## src/pat_pkg.sv

```systemverilog
package pat_pkg;

	// ==============================
	// widths
	// ==============================
	localparam int instr_width = 20; // one instruction word per cycle
	localparam int data_width = 8; // accumulator and memory word
	localparam int dmem_depth = 16;
	localparam int dmem_adr_width = $clog2(dmem_depth); // low immediate bits

	// opcode value that escapes i8 -> i3 and i3 -> i0
	localparam logic [3:0] prefix_ext = 4'b1111;

	// ==============================
	// opcodes
	// ==============================
	// i8 group
	localparam logic [3:0] op8_or = 4'b0000;
	localparam logic [3:0] op8_and = 4'b0001;
	localparam logic [3:0] op8_addm = 4'b0010;
	localparam logic [3:0] op8_subm = 4'b0011;
	localparam logic [3:0] op8_add = 4'b0100;
	localparam logic [3:0] op8_sub = 4'b0101;
	localparam logic [3:0] op8_ldi = 4'b0110;
	localparam logic [3:0] op8_ldm = 4'b0111;
	localparam logic [3:0] op8_stm = 4'b1011;
	localparam logic [3:0] op8_orm = 4'b1101;
	localparam logic [3:0] op8_andm = 4'b1110;
	// i3 group, sub-opcode after the first prefix
	localparam logic [3:0] op3_shl = 4'b0000;
	localparam logic [3:0] op3_shlo = 4'b0001;
	localparam logic [3:0] op3_shr = 4'b0010;
	localparam logic [3:0] op3_asr = 4'b0011;
	localparam logic [3:0] op3_in = 4'b0101;
	localparam logic [3:0] op3_out = 4'b1000;
	// i0 group, after both prefixes
	localparam logic [3:0] op0_not = 4'b0000;
	localparam logic [3:0] op0_test = 4'b0010;
	localparam logic [3:0] op0_nop = 4'b1111;

	localparam logic [instr_width-1:0] instr_nop = 20'h06ff5; // cond 11, i0 slot unlisted

	typedef logic [data_width-1:0] data_t;

	// i8 view of the word
	typedef struct packed {
		logic [4:0] ptr; // field pointer, ignored by this core
		logic [1:0] cond;
		logic field; // field-op flag, ignored
		logic [3:0] opcode;
		logic [7:0] imm8;
	} instr_i8_t;

	// prefixed view, i3 opcode then i0 opcode / 3-bit immediate
	typedef struct packed {
		logic [11:0] upper; // holds the i8 prefix
		logic [3:0] opcode_i3;
		logic [3:0] low; // i0 opcode; imm3 in [2:0]
	} instr_ext_t;

	typedef union packed {
		instr_i8_t i8;
		instr_ext_t ext;
	} instr_u;

	typedef enum logic [3:0] {
		alu_or, alu_and, alu_add, alu_sub, alu_not,
		alu_shl, alu_shlo, alu_shr, alu_asr, alu_pass_b
	} alu_fn_e;

	typedef struct packed {
		logic [1:0] cond;
		alu_fn_e alu_fn;
		data_t operand_b; // memory word or immediate, already muxed
		logic src_in; // acc takes i_inputs
		logic wr_acc;
		logic wr_mem;
		logic wr_out;
		logic set_flags;
		logic [dmem_adr_width-1:0] mem_adr;
	} ctrl_t;

	typedef struct packed {
		logic z;
		logic n;
	} flags_t;

endpackage

```

## src/pat_decode.sv

```systemverilog
module pat_decode (
	input logic clk,
	input logic reset,
	input pat_pkg::instr_u i_instruction,
	output logic [pat_pkg::dmem_adr_width-1:0] o_dmem_adr,
	input pat_pkg::data_t i_dmem_data,
	output pat_pkg::ctrl_t o_ctrl
);

	pat_pkg::instr_u instr_q; // stage 1 instruction register
	pat_pkg::ctrl_t ctrl_d;
	pat_pkg::data_t imm; // zero-extended immediate
	logic is_i8;
	logic is_i3; // i0 is whatever is left
	logic use_mem; // memory-operand op

	always_ff @(posedge clk)
	begin
		if (reset)
			instr_q <= pat_pkg::instr_nop;
		else
			instr_q <= i_instruction;
	end

	// format from the nested prefixes
	assign is_i8 = (instr_q.i8.opcode != pat_pkg::prefix_ext);
	assign is_i3 = !is_i8 && (instr_q.ext.opcode_i3 != pat_pkg::prefix_ext);

	assign imm = is_i8 ? instr_q.i8.imm8 : {5'b0, instr_q.ext.low[2:0]};
	assign o_dmem_adr = instr_q.i8.imm8[pat_pkg::dmem_adr_width-1:0]; // read in this stage
	assign use_mem = is_i8 && (instr_q.i8.opcode inside {pat_pkg::op8_ldm, pat_pkg::op8_addm,
		pat_pkg::op8_subm, pat_pkg::op8_orm, pat_pkg::op8_andm});

	// ==============================
	// control word
	// ==============================
	always_comb
	begin
		ctrl_d = '0; // nop unless an opcode below says otherwise
		ctrl_d.cond = instr_q.i8.cond; // cond sits in the same bits for all formats
		ctrl_d.alu_fn = pat_pkg::alu_pass_b;
		ctrl_d.operand_b = use_mem ? i_dmem_data : imm;
		ctrl_d.mem_adr = o_dmem_adr; // also the stm target
		if (is_i8)
		begin
			ctrl_d.wr_acc = 1'b1; // nearly every i8 op lands in acc
			case (instr_q.i8.opcode)
				pat_pkg::op8_or, pat_pkg::op8_orm: ctrl_d.alu_fn = pat_pkg::alu_or;
				pat_pkg::op8_and, pat_pkg::op8_andm: ctrl_d.alu_fn = pat_pkg::alu_and;
				pat_pkg::op8_add, pat_pkg::op8_addm: ctrl_d.alu_fn = pat_pkg::alu_add;
				pat_pkg::op8_sub, pat_pkg::op8_subm: ctrl_d.alu_fn = pat_pkg::alu_sub;
				pat_pkg::op8_ldi, pat_pkg::op8_ldm: ctrl_d.alu_fn = pat_pkg::alu_pass_b;
				pat_pkg::op8_stm:
				begin
					ctrl_d.wr_acc = 1'b0; // store leaves acc alone
					ctrl_d.wr_mem = 1'b1;
				end
				default: ctrl_d.wr_acc = 1'b0; // old branch/call slots, nop
			endcase
		end
		else if (is_i3)
		begin
			ctrl_d.wr_acc = 1'b1;
			case (instr_q.ext.opcode_i3)
				pat_pkg::op3_shl: ctrl_d.alu_fn = pat_pkg::alu_shl;
				pat_pkg::op3_shlo: ctrl_d.alu_fn = pat_pkg::alu_shlo;
				pat_pkg::op3_shr: ctrl_d.alu_fn = pat_pkg::alu_shr;
				pat_pkg::op3_asr: ctrl_d.alu_fn = pat_pkg::alu_asr;
				pat_pkg::op3_in: ctrl_d.src_in = 1'b1; // acc <- i_inputs
				pat_pkg::op3_out:
				begin
					ctrl_d.wr_acc = 1'b0;
					ctrl_d.wr_out = 1'b1;
				end
				default: ctrl_d.wr_acc = 1'b0;
			endcase
		end
		else
		begin
			case (instr_q.ext.low)
				pat_pkg::op0_not:
				begin
					ctrl_d.alu_fn = pat_pkg::alu_not;
					ctrl_d.wr_acc = 1'b1;
				end
				pat_pkg::op0_test: ctrl_d.set_flags = 1'b1;
				pat_pkg::op0_nop: ; // nothing to commit
				default: ; // unlisted i0 codes behave as nop
			endcase
		end
	end

	// payload loads every cycle, reset only clears the write bits
	always_ff @(posedge clk)
	begin
		o_ctrl <= ctrl_d;
		if (reset)
		begin
			o_ctrl.src_in <= 1'b0;
			o_ctrl.wr_acc <= 1'b0;
			o_ctrl.wr_mem <= 1'b0;
			o_ctrl.wr_out <= 1'b0;
			o_ctrl.set_flags <= 1'b0;
		end
	end

	// acc and memory are never both targets of one instruction
	a_acc_mem_excl: assert property (@(posedge clk) disable iff (reset)
		!(o_ctrl.wr_acc && o_ctrl.wr_mem));

endmodule

```

## src/pat_data_mem.sv

```systemverilog
module pat_data_mem (
	input logic clk,
	input logic [pat_pkg::dmem_adr_width-1:0] i_rd_adr,
	output pat_pkg::data_t o_rd_data,
	input logic i_wr_en,
	input logic [pat_pkg::dmem_adr_width-1:0] i_wr_adr,
	input pat_pkg::data_t i_wr_data
);

	pat_pkg::data_t mem [pat_pkg::dmem_depth]; // contents undefined until written

	// ==============================
	// read / write
	// ==============================
	assign o_rd_data = mem[i_rd_adr]; // async read, decode stage

	always_ff @(posedge clk)
	begin
		if (i_wr_en)
			mem[i_wr_adr] <= i_wr_data; // commit stage write
	end

	// the commit stage must hand over a clean address with every write
	a_wr_adr_known: assert property (@(posedge clk)
		i_wr_en |-> !$isunknown(i_wr_adr));

endmodule

```

## src/pat_alu.sv

```systemverilog
module pat_alu (
	input pat_pkg::alu_fn_e i_fn,
	input pat_pkg::data_t i_a, // committed accumulator
	input pat_pkg::data_t i_b, // memory word or immediate
	output pat_pkg::data_t o_y
);

	logic [2:0] sh; // shift distance from the i3 immediate
	pat_pkg::data_t ones_fill; // low bits vacated by shlo

	assign sh = i_b[2:0];
	assign ones_fill = ~({pat_pkg::data_width{1'b1}} << sh);

	// ==============================
	// function select
	// ==============================
	always_comb
	begin
		case (i_fn)
			pat_pkg::alu_or:
				o_y = i_a | i_b;
			pat_pkg::alu_and:
				o_y = i_a & i_b;
			pat_pkg::alu_add:
				o_y = i_a + i_b; // wraps at 8 bits
			pat_pkg::alu_sub:
				o_y = i_a - i_b;
			pat_pkg::alu_not:
				o_y = ~i_a;
			pat_pkg::alu_shl:
				o_y = i_a << sh;
			pat_pkg::alu_shlo:
				o_y = (i_a << sh) | ones_fill; // ones shifted in
			pat_pkg::alu_shr:
				o_y = i_a >> sh;
			pat_pkg::alu_asr:
				o_y = pat_pkg::data_t'($signed(i_a) >>> sh); // sign kept
			pat_pkg::alu_pass_b:
				o_y = i_b; // ldi, ldm
			default:
				o_y = i_b;
		endcase
	end

endmodule

```

## src/pat_commit.sv

```systemverilog
module pat_commit (
	input logic clk,
	input logic reset,
	input pat_pkg::ctrl_t i_ctrl,
	input pat_pkg::data_t i_alu_y,
	input pat_pkg::data_t i_inputs,
	output pat_pkg::data_t o_acc,
	output pat_pkg::data_t o_outputs,
	output logic o_wr_en,
	output logic [pat_pkg::dmem_adr_width-1:0] o_wr_adr,
	output pat_pkg::data_t o_wr_data
);

	pat_pkg::flags_t flags_q; // z / n, only test updates them
	logic cond_ok;

	// ==============================
	// condition check
	// ==============================
	always_comb
	begin
		case (i_ctrl.cond)
			2'b00: cond_ok = flags_q.z; // if zero
			2'b01: cond_ok = flags_q.n; // if negative
			default: cond_ok = 1'b1; // always
		endcase
	end

	// memory write goes straight to the RAM edge, no extra register
	assign o_wr_en = i_ctrl.wr_mem && cond_ok;
	assign o_wr_adr = i_ctrl.mem_adr;
	assign o_wr_data = o_acc; // stm stores the committed acc

	// ==============================
	// architectural state
	// ==============================
	always_ff @(posedge clk)
	begin
		if (reset)
		begin
			o_acc <= '0;
			o_outputs <= '0;
			flags_q <= '0;
		end
		else if (cond_ok)
		begin
			if (i_ctrl.wr_acc)
				o_acc <= i_ctrl.src_in ? i_inputs : i_alu_y;
			if (i_ctrl.wr_out)
				o_outputs <= o_acc; // held until the next out
			if (i_ctrl.set_flags)
			begin
				// flags from acc as it stands, seen by the next cond
				flags_q.z <= (o_acc == '0);
				flags_q.n <= o_acc[pat_pkg::data_width-1];
			end
		end
	end

	// write enable rides on decode's reset of the control word
	a_wr_en_known: assert property (@(posedge clk) disable iff (reset)
		!$isunknown(o_wr_en));

endmodule

```

## src/pat_core.sv

```systemverilog
module pat_core (
	input logic clk,
	input logic reset,
	input pat_pkg::instr_u i_instruction,
	input pat_pkg::data_t i_inputs,
	output pat_pkg::data_t o_acc,
	output pat_pkg::data_t o_outputs
);

	logic [pat_pkg::dmem_adr_width-1:0] dmem_rd_adr;
	pat_pkg::data_t dmem_rd_data;
	pat_pkg::ctrl_t ctrl; // decode -> execute
	pat_pkg::data_t alu_y;
	logic wr_en; // commit -> memory write port
	logic [pat_pkg::dmem_adr_width-1:0] wr_adr;
	pat_pkg::data_t wr_data;

	// ==============================
	// stage 1, decode + mem read
	// ==============================
	pat_decode decode_i (
		.clk(clk),
		.reset(reset),
		.i_instruction(i_instruction),
		.o_dmem_adr(dmem_rd_adr),
		.i_dmem_data(dmem_rd_data),
		.o_ctrl(ctrl)
	);

	pat_data_mem dmem_i (
		.clk(clk),
		.i_rd_adr(dmem_rd_adr),
		.o_rd_data(dmem_rd_data),
		.i_wr_en(wr_en),
		.i_wr_adr(wr_adr),
		.i_wr_data(wr_data)
	);

	// ==============================
	// stage 2, execute + commit
	// ==============================
	pat_alu alu_i (
		.i_fn(ctrl.alu_fn),
		.i_a(o_acc), // committed acc, no forwarding needed
		.i_b(ctrl.operand_b),
		.o_y(alu_y)
	);

	pat_commit commit_i (
		.clk(clk),
		.reset(reset),
		.i_ctrl(ctrl),
		.i_alu_y(alu_y),
		.i_inputs(i_inputs),
		.o_acc(o_acc),
		.o_outputs(o_outputs),
		.o_wr_en(wr_en),
		.o_wr_adr(wr_adr),
		.o_wr_data(wr_data)
	);

endmodule

```

## config.mk

```make
export PLATFORM = sky130hd
export DESIGN_NAME = pat_core
export DESIGN_NICKNAME = d
export VERILOG_FILES = /design/src/pat_pkg.sv /design/src/pat_decode.sv /design/src/pat_data_mem.sv /design/src/pat_alu.sv /design/src/pat_commit.sv /design/src/pat_core.sv
export SDC_FILE = /design/constraint.sdc
export NUM_CORES = 1
export LEC_CHECK = 0
export ABC_AREA = 1
export BUFFER_PORTS_ARGS = -buffer_cell sky130_fd_sc_hd__buf_2
export CAP_MARGIN = 20
export CORE_MARGIN = 3
export CORE_UTILIZATION = 55
export CTS_CLUSTER_DIAMETER = 200
export DETAILED_ROUTE_END_ITERATION = 8
export GPL_TIMING_DRIVEN = 0
export MAX_ROUTING_LAYER = met4
export PLACE_DENSITY_LB_ADDON = 0.1
export SYNTH_ARGS = -nofsm -noshare
export SYNTH_HDL_FRONTEND = slang
export SYNTH_SLANG_ARGS = --single-unit
```

## constraint.sdc

```tcl
create_clock -name clk -period 2.4 [get_ports clk]
set_input_delay 0.24 -clock clk [delete_from_list [all_inputs] [get_ports clk]]
set_output_delay 0.24 -clock clk [all_outputs]
set_load 0.05 [all_outputs]
```

# Word-level counts from Yosys, hierarchy flattened
# Memory sizes are Yosys's and may differ from the RTL's. A register that Yosys moved wholly into a read port is not among the register bits.
# Cells that the tools add are included.
# W data, S select, Z words.
op_classes:
  n_addsub: 2
  n_eq_ne: 27
  n_shift: 4
  n_mux: 22
  n_bitwise: 7
  n_reduce_logical: 23
op_table:
  columns: ["cell", "n"]
  rows:
  - ["$pmux W8 S9", 1]
  - ["$eq A4 B3 Y1 const B", 9]
  - ["$pmux W4 S4", 2]
  - ["$eq A4 B2 Y1 const B", 7]
  - ["$mux W8", 3]
  - ["$eq A4 B4 Y1 const B", 5]
  - ["$logic_not A4 Y1", 4]
  - ["$mux W4", 4]
  - ["$not A8 Y8", 2]
  - ["$or A8 B8 Y8", 2]
  - ["$eq A4 B1 Y1 const B", 3]
  - ["$mux W1", 11]
  - ["$reduce_or A10 Y1", 1]
  - ["$reduce_or A2 Y1", 5]
  - ["$add A8 B8 Y8", 1]
  - ["$and A8 B8 Y8", 1]
  - ["$logic_not A8 Y1", 1]
  - ["$ne A4 B4 Y1 const B", 2]
  - ["$shl A8 B3 Y8", 1]
  - ["$shl A8 B3 Y8 const A", 1]
  - ["$shr A8 B3 Y8", 1]
  - ["$sshr A8 B3 Y8", 1]
  - ["$sub A8 B8 Y8", 1]
  - ["$reduce_and A2 Y1", 3]
  - ["9 further kinds", 13]
word_totals:
  register_bits: 56
  ramBits: 128
  input_bits: 30
  output_inout_bits: 16
  elab_cells: 100
  memories: 1
memory_table:
  columns: ["memory", "words", "width", "rd", "rd_ports_with_merged_regs", "wr", "line_no", "text"]
  rows:
  - ["dmem_i.mem", 16, 8, 1, 1, 1, "pat_data_mem.sv:10", "pat_pkg::data_t mem [pat_pkg::dmem_depth];"]

# Longest topological paths before layout
depth:
  word_depth: 5
  depth_mapped: 23
  mapped_depth_nobuf: 22

# Modules after synthesis
# A second synthesis with hierarchy kept.
unflattened:
  cells_unflattened: 1216
  area_unflattened_um2: 9730.6
by_module_without_submodules:
  columns: ["module", "n_inst", "cells_each", "area_each_um2", "seq_area_each_um2"]
  rows:
  - ["pat_data_mem", 1, 543, 5612.9, 3843.7]
  - ["pat_alu", 1, 348, 1664.1, 0.0]
  - ["pat_decode", 1, 155, 1305.0, 740.7]
  - ["pat_commit", 1, 170, 1148.6, 360.3]

# Worst setup path before layout
# Ideal clock, no wire load.
synth_path:
  path_kind: "register to register"
  startpoint: "register decode_i.o_ctrl[10] (netlist bit)"
  endpoint: "register commit_i.o_acc[7]"
  setup_ns: 0.127
  arrival_time_ns: 2.494
  required_time_ns: 2.273
  path_slack_ns: -0.221
  path_stages_with_launch: 23
  path_buffers: 1
  synth_period_minus_slack_ns: 2.621
  path_cell_list: "dfxtp_1 > inv_2 > buf_2 > ha_1 > inv_1 > nor2_1 > nand2_1 > o31ai_1 > xor2_1 > inv_1 > ha_1 > nand2_1 > inv_1 > nand2_1 > nand2_1 > a21oi_1 > nand3_1 > nand3_1 > nand2_1 > nand2_1 > nand2_1 > nand2_1 > a21oi_1"
synth_via:
  elab_chain_len: 5
  word_cells_on_any_way: 10
  cone_classes: "2 x add/sub; 4 x shift; 2 x mux; 2 x bitwise"
synth_lines:
  columns: ["item", "line_no", "text"]
  rows:
  - ["start: declaration", "pat_decode.sv:7", "output pat_pkg::ctrl_t o_ctrl"]
  - ["start signal: assignment", "pat_decode.sv:96", "o_ctrl <= ctrl_d;"]
  - ["parallel branches: the longest is 3 deep, another holds $sub A8 B8 Y8", null, null]
  - ["$pmux W8 S9 *", "pat_alu.sv:19", "case (i_fn)"]
  - ["$mux W8 *", "pat_commit.sv:48", "o_acc <= i_ctrl.src_in ? i_inputs : i_alu_y;"]
  - ["end signal: assignment", "pat_commit.sv:48", null]
  - ["end: declaration", "pat_commit.sv:7", "output pat_pkg::data_t o_acc,"]
# Every way passes the cells marked *.
# A chain may end at the register's enable or synchronous reset.

# Worst setup path in the final report
layout_path:
  startpoint: "register decode_i.o_ctrl[10] (netlist bit)"
  endpoint: "register commit_i.o_acc[4]"
# Same word-level chain as after synthesis.

==> run metrics <==
Async SR Flop Fraction 0%; WS Path Type reg2reg; First-pass DRT Iterations 5; CP max-delay cell dfxtp_4; Sink Count approximately 180; critical path's most frequent cell nand2_1; Setup Viol. Count Final 4; worst reg2reg startpoint decode_i.o_ctrl[10]; Slew Limit Fails 0; Synth top area share around 45%; Max clock buf depth 2; yosys warns 0; Mean Syn Cell Area 9.03 µm²; status finished with violations; setup TNS -119 ps; fmax 0.408 GHz; CP max stage delay 390 ps; CP Capture Type flop; Initial DRC Count between 800 and 900; Pwr Total ~0.0077 W; Worst-path clk slew around 70 ps; CTS tree yes; via count 7250; die area 0.0170 mm²; post-synthesis simple-gate area fraction between 20% and 30%; IO buf count 39; cell count after synthesis around 940; CTS root buffer clkbuf_16; FILL cells around 1200; maximum vdd drop 0.590 mV; Final #Nets between 1000 and 1500; PwrDens roughly 750 mW/mm²; Required @ worst endpoint roughly 2700 ps; leading area contributor after synthesis edfxtp_1; cell with the most instances after synthesis nand2_1; FF-to-FF path depth 16; Period Utilization, post-route 102%; P_leak 4.06 nW; adder-cell share of the synthesized area under 10%; Synth area leaders edfxtp_1 45%, dfxtp_1 13%, nand2_1 8.0%; CP Capture Point commit_i.o_acc[4]; layout cells sized above 1 between 15 and 20%; Rel. slew slack a little under a third; Initial Utilization a little under three fifths; Final min period approximately 2500 ps; Rows 44; ANT cells 0; # DRC 0; cells along the critical path buf_12, nor2_4, inv_2, o21ai_2, xor2_1, inv_1, ha_4, nand3_1, nand2_1, nand2_1, nand2_1, o22ai_1, nor2_1, nand4_1, nand2_1, a21oi_1; Top FF cell, synth edfxtp_1; synthesized cell area roughly 0.0085 mm²; Reg area around 0.0050 mm²; Worst-Margin Slew ~1000 ps; Die Wd about 130 µm; Crit. Startpoint decode_i.o_ctrl[10]; initial antenna violation count 0; GRT Total Usage between 20% and 30%; setup ws final -50.5 ps; DR vias/cell about 6; EDFF count, synth between 100 and 150; CTS Buf Count 17; pin count of the biggest net entering global routing 27; largest family of logic cells by synthesized area simple AND/OR/NAND/NOR gates; Clk Latency, worst-skew pair 420 ps; vias in the first global route 6666; RePlAce Congestion just under 1; Die Y roughly 130 µm; Layout area overhead 19.1%; final hold viol count 0; Worst setup SP type flop; RSZ-0062 raised after global routing yes; post-synthesis xor/xnor area fraction less than 1%; post-synthesis compound-gate area fraction between 10% and 20%; count of cell types in the netlist 39; CTS HTree Levels 4; reg-to-reg endpoint commit_i.o_acc[4]; wire per inst about 20 µm; Routed WL 24300 µm; CP max FO 7; fin util just under 70%; Routed Antenna Nets 0; Post-DP HPWL approximately 16000 µm; post-synthesis sequential area ratio ~58%; multi-input combinational cell area 0.00333 mm²; mux contribution to synthesized area 0%; total of max-cap violations 0; Placed Area approximately 0.0090 mm²; Top-Level Pins 46; commonest cells in the netlist 181 x nand2_1, 151 x nor2_1, 128 x edfxtp_1; R2R setup slack -50 ps; Core Box Area roughly 0.015 mm²; Overflow after GRT 0; clk_skew between 9 and 10 ps; first-pass GRT wire length between 30000 and 40000 µm; flops & latches, synth approximately 180; failing checks negative setup slack; worst hold-check path type in2reg; Syn Nets between 900 and 1000; arrival time worst endpoint about 2700 ps; Finished Cell Area just over 0.01 mm²
-- stage by stage --
stage	instances	setup WS [ps]	hold slack (ps)
after global routing	1237	-193	39.6
after CTS	1227	-147	33.6
final	1237	-50.5	50.0
after floorplan	943	-94.4	310
after detailed placement	1166	-576	312
after global placement	1166	-558	313
-- kinds of logic after synthesis --
kind of cell | count (synthesis)
and+or+nand+nor | 426
AOI/OAI and AO/OA | 200
DFF | 183
buffers and inverters | 114
adders and majority gates | 15
xor gates and xnor gates | 5
-- worst max-delay path, delay by kind of cell (launching register included) --
| kind | cells | cell delay [ps] |
|---|---|---|
| xor+xnor | 1 | 170 |
| flops | 1 | 390 |
| buf+inv | 3 | 330 |
| fa+ha+maj | 1 | 310 |
| compound gates | 3 | 290 |
| simple gates | 8 | 870 |
-- sequential cells by signal, indices dropped and copies added, names as in the netlist --
| register | flops |
|---|---|
| commit_i.flags_q | 2 |
| commit_i.o_acc | 8 |
| commit_i.o_outputs | 8 |
| decode_i.instr_q | 14 |
| decode_i.o_ctrl | 23 |
| dmem_i.mem | 128 |
-- where the power goes --
part | leakage, nW | switching [W] | internal (W)
sequential | 1.65 | 0.000147 | 0.00346
combinational | 2.12 | 0.000805 | 0.000481
clock | 0.292 | 0.00123 | 0.00153
total | 4.06 | 0.00218 | 0.00547
-- cells in the final DEF (no fill, tap or decap), drive strengths merged, types with 2 or more instances in the layout --
cell | Yosys | layout
a21oi | 37 | 37
buf | 12 | 78
clkbuf | 25 | 45
clkinv | 1 | 4
dfxtp | 55 | 55
dlygate4sd3 | 0 | 12
edfxtp | 128 | 128
ha | 14 | 14
inv | 76 | 84
nand2 | 184 | 184
nand3 | 47 | 47
nand3b | 2 | 2
nand4 | 12 | 12
nor2 | 155 | 155
nor3 | 8 | 8
nor4 | 3 | 3
o211a | 2 | 2
o211ai | 6 | 6
o21a | 2 | 2
o21ai | 111 | 111
o221ai | 8 | 8
o22ai | 27 | 27
o31ai | 3 | 3
or2 | 14 | 14
xor2 | 4 | 4
-- per-layer routing --
metal	GRT usage, %	share of wire (%)
met1	38.4	40
met2	46.6	47
met3	5.53	9.3
met4	11.0	2.9
met5	-	0
-- worst min-delay path by stage --
stage / startpoint / to / slack (ps) / cells past startpoint
CTS: i_instruction[1] / decode_i.instr_q[1] / 30 / 3
detailed placement: decode_i.instr_q[13] / decode_i.o_ctrl[21] / 310 / 0
finish: i_instruction[1] / decode_i.instr_q[1] / 50 / 3
floorplan: decode_i.instr_q[13] / decode_i.o_ctrl[21] / 310 / 0
global route: i_instruction[3] / decode_i.instr_q[3] / 40 / 3
global placement: decode_i.instr_q[13] / decode_i.o_ctrl[21] / 310 / 0
-- layout make-up --
type,instances,area share (%)
multi-input combinational,646,32.9
inverter,77,3.00
buffer,34,1.48
clock inverter,12,1.28
tap,184,2.27
timing repair buffer,81,5.60
clock buffer,20,4.52
sequential,183,49.0
-- what timing repair did --
item,4_1_cts,5_1_grt
pin swaps,20,20
setup buffers,20,9
hold endpoints to repair,12,0
setup endpoints to repair,7,7
resized for setup,42,23
hold buffers,12,0
(Power assumes the default switching activity.)
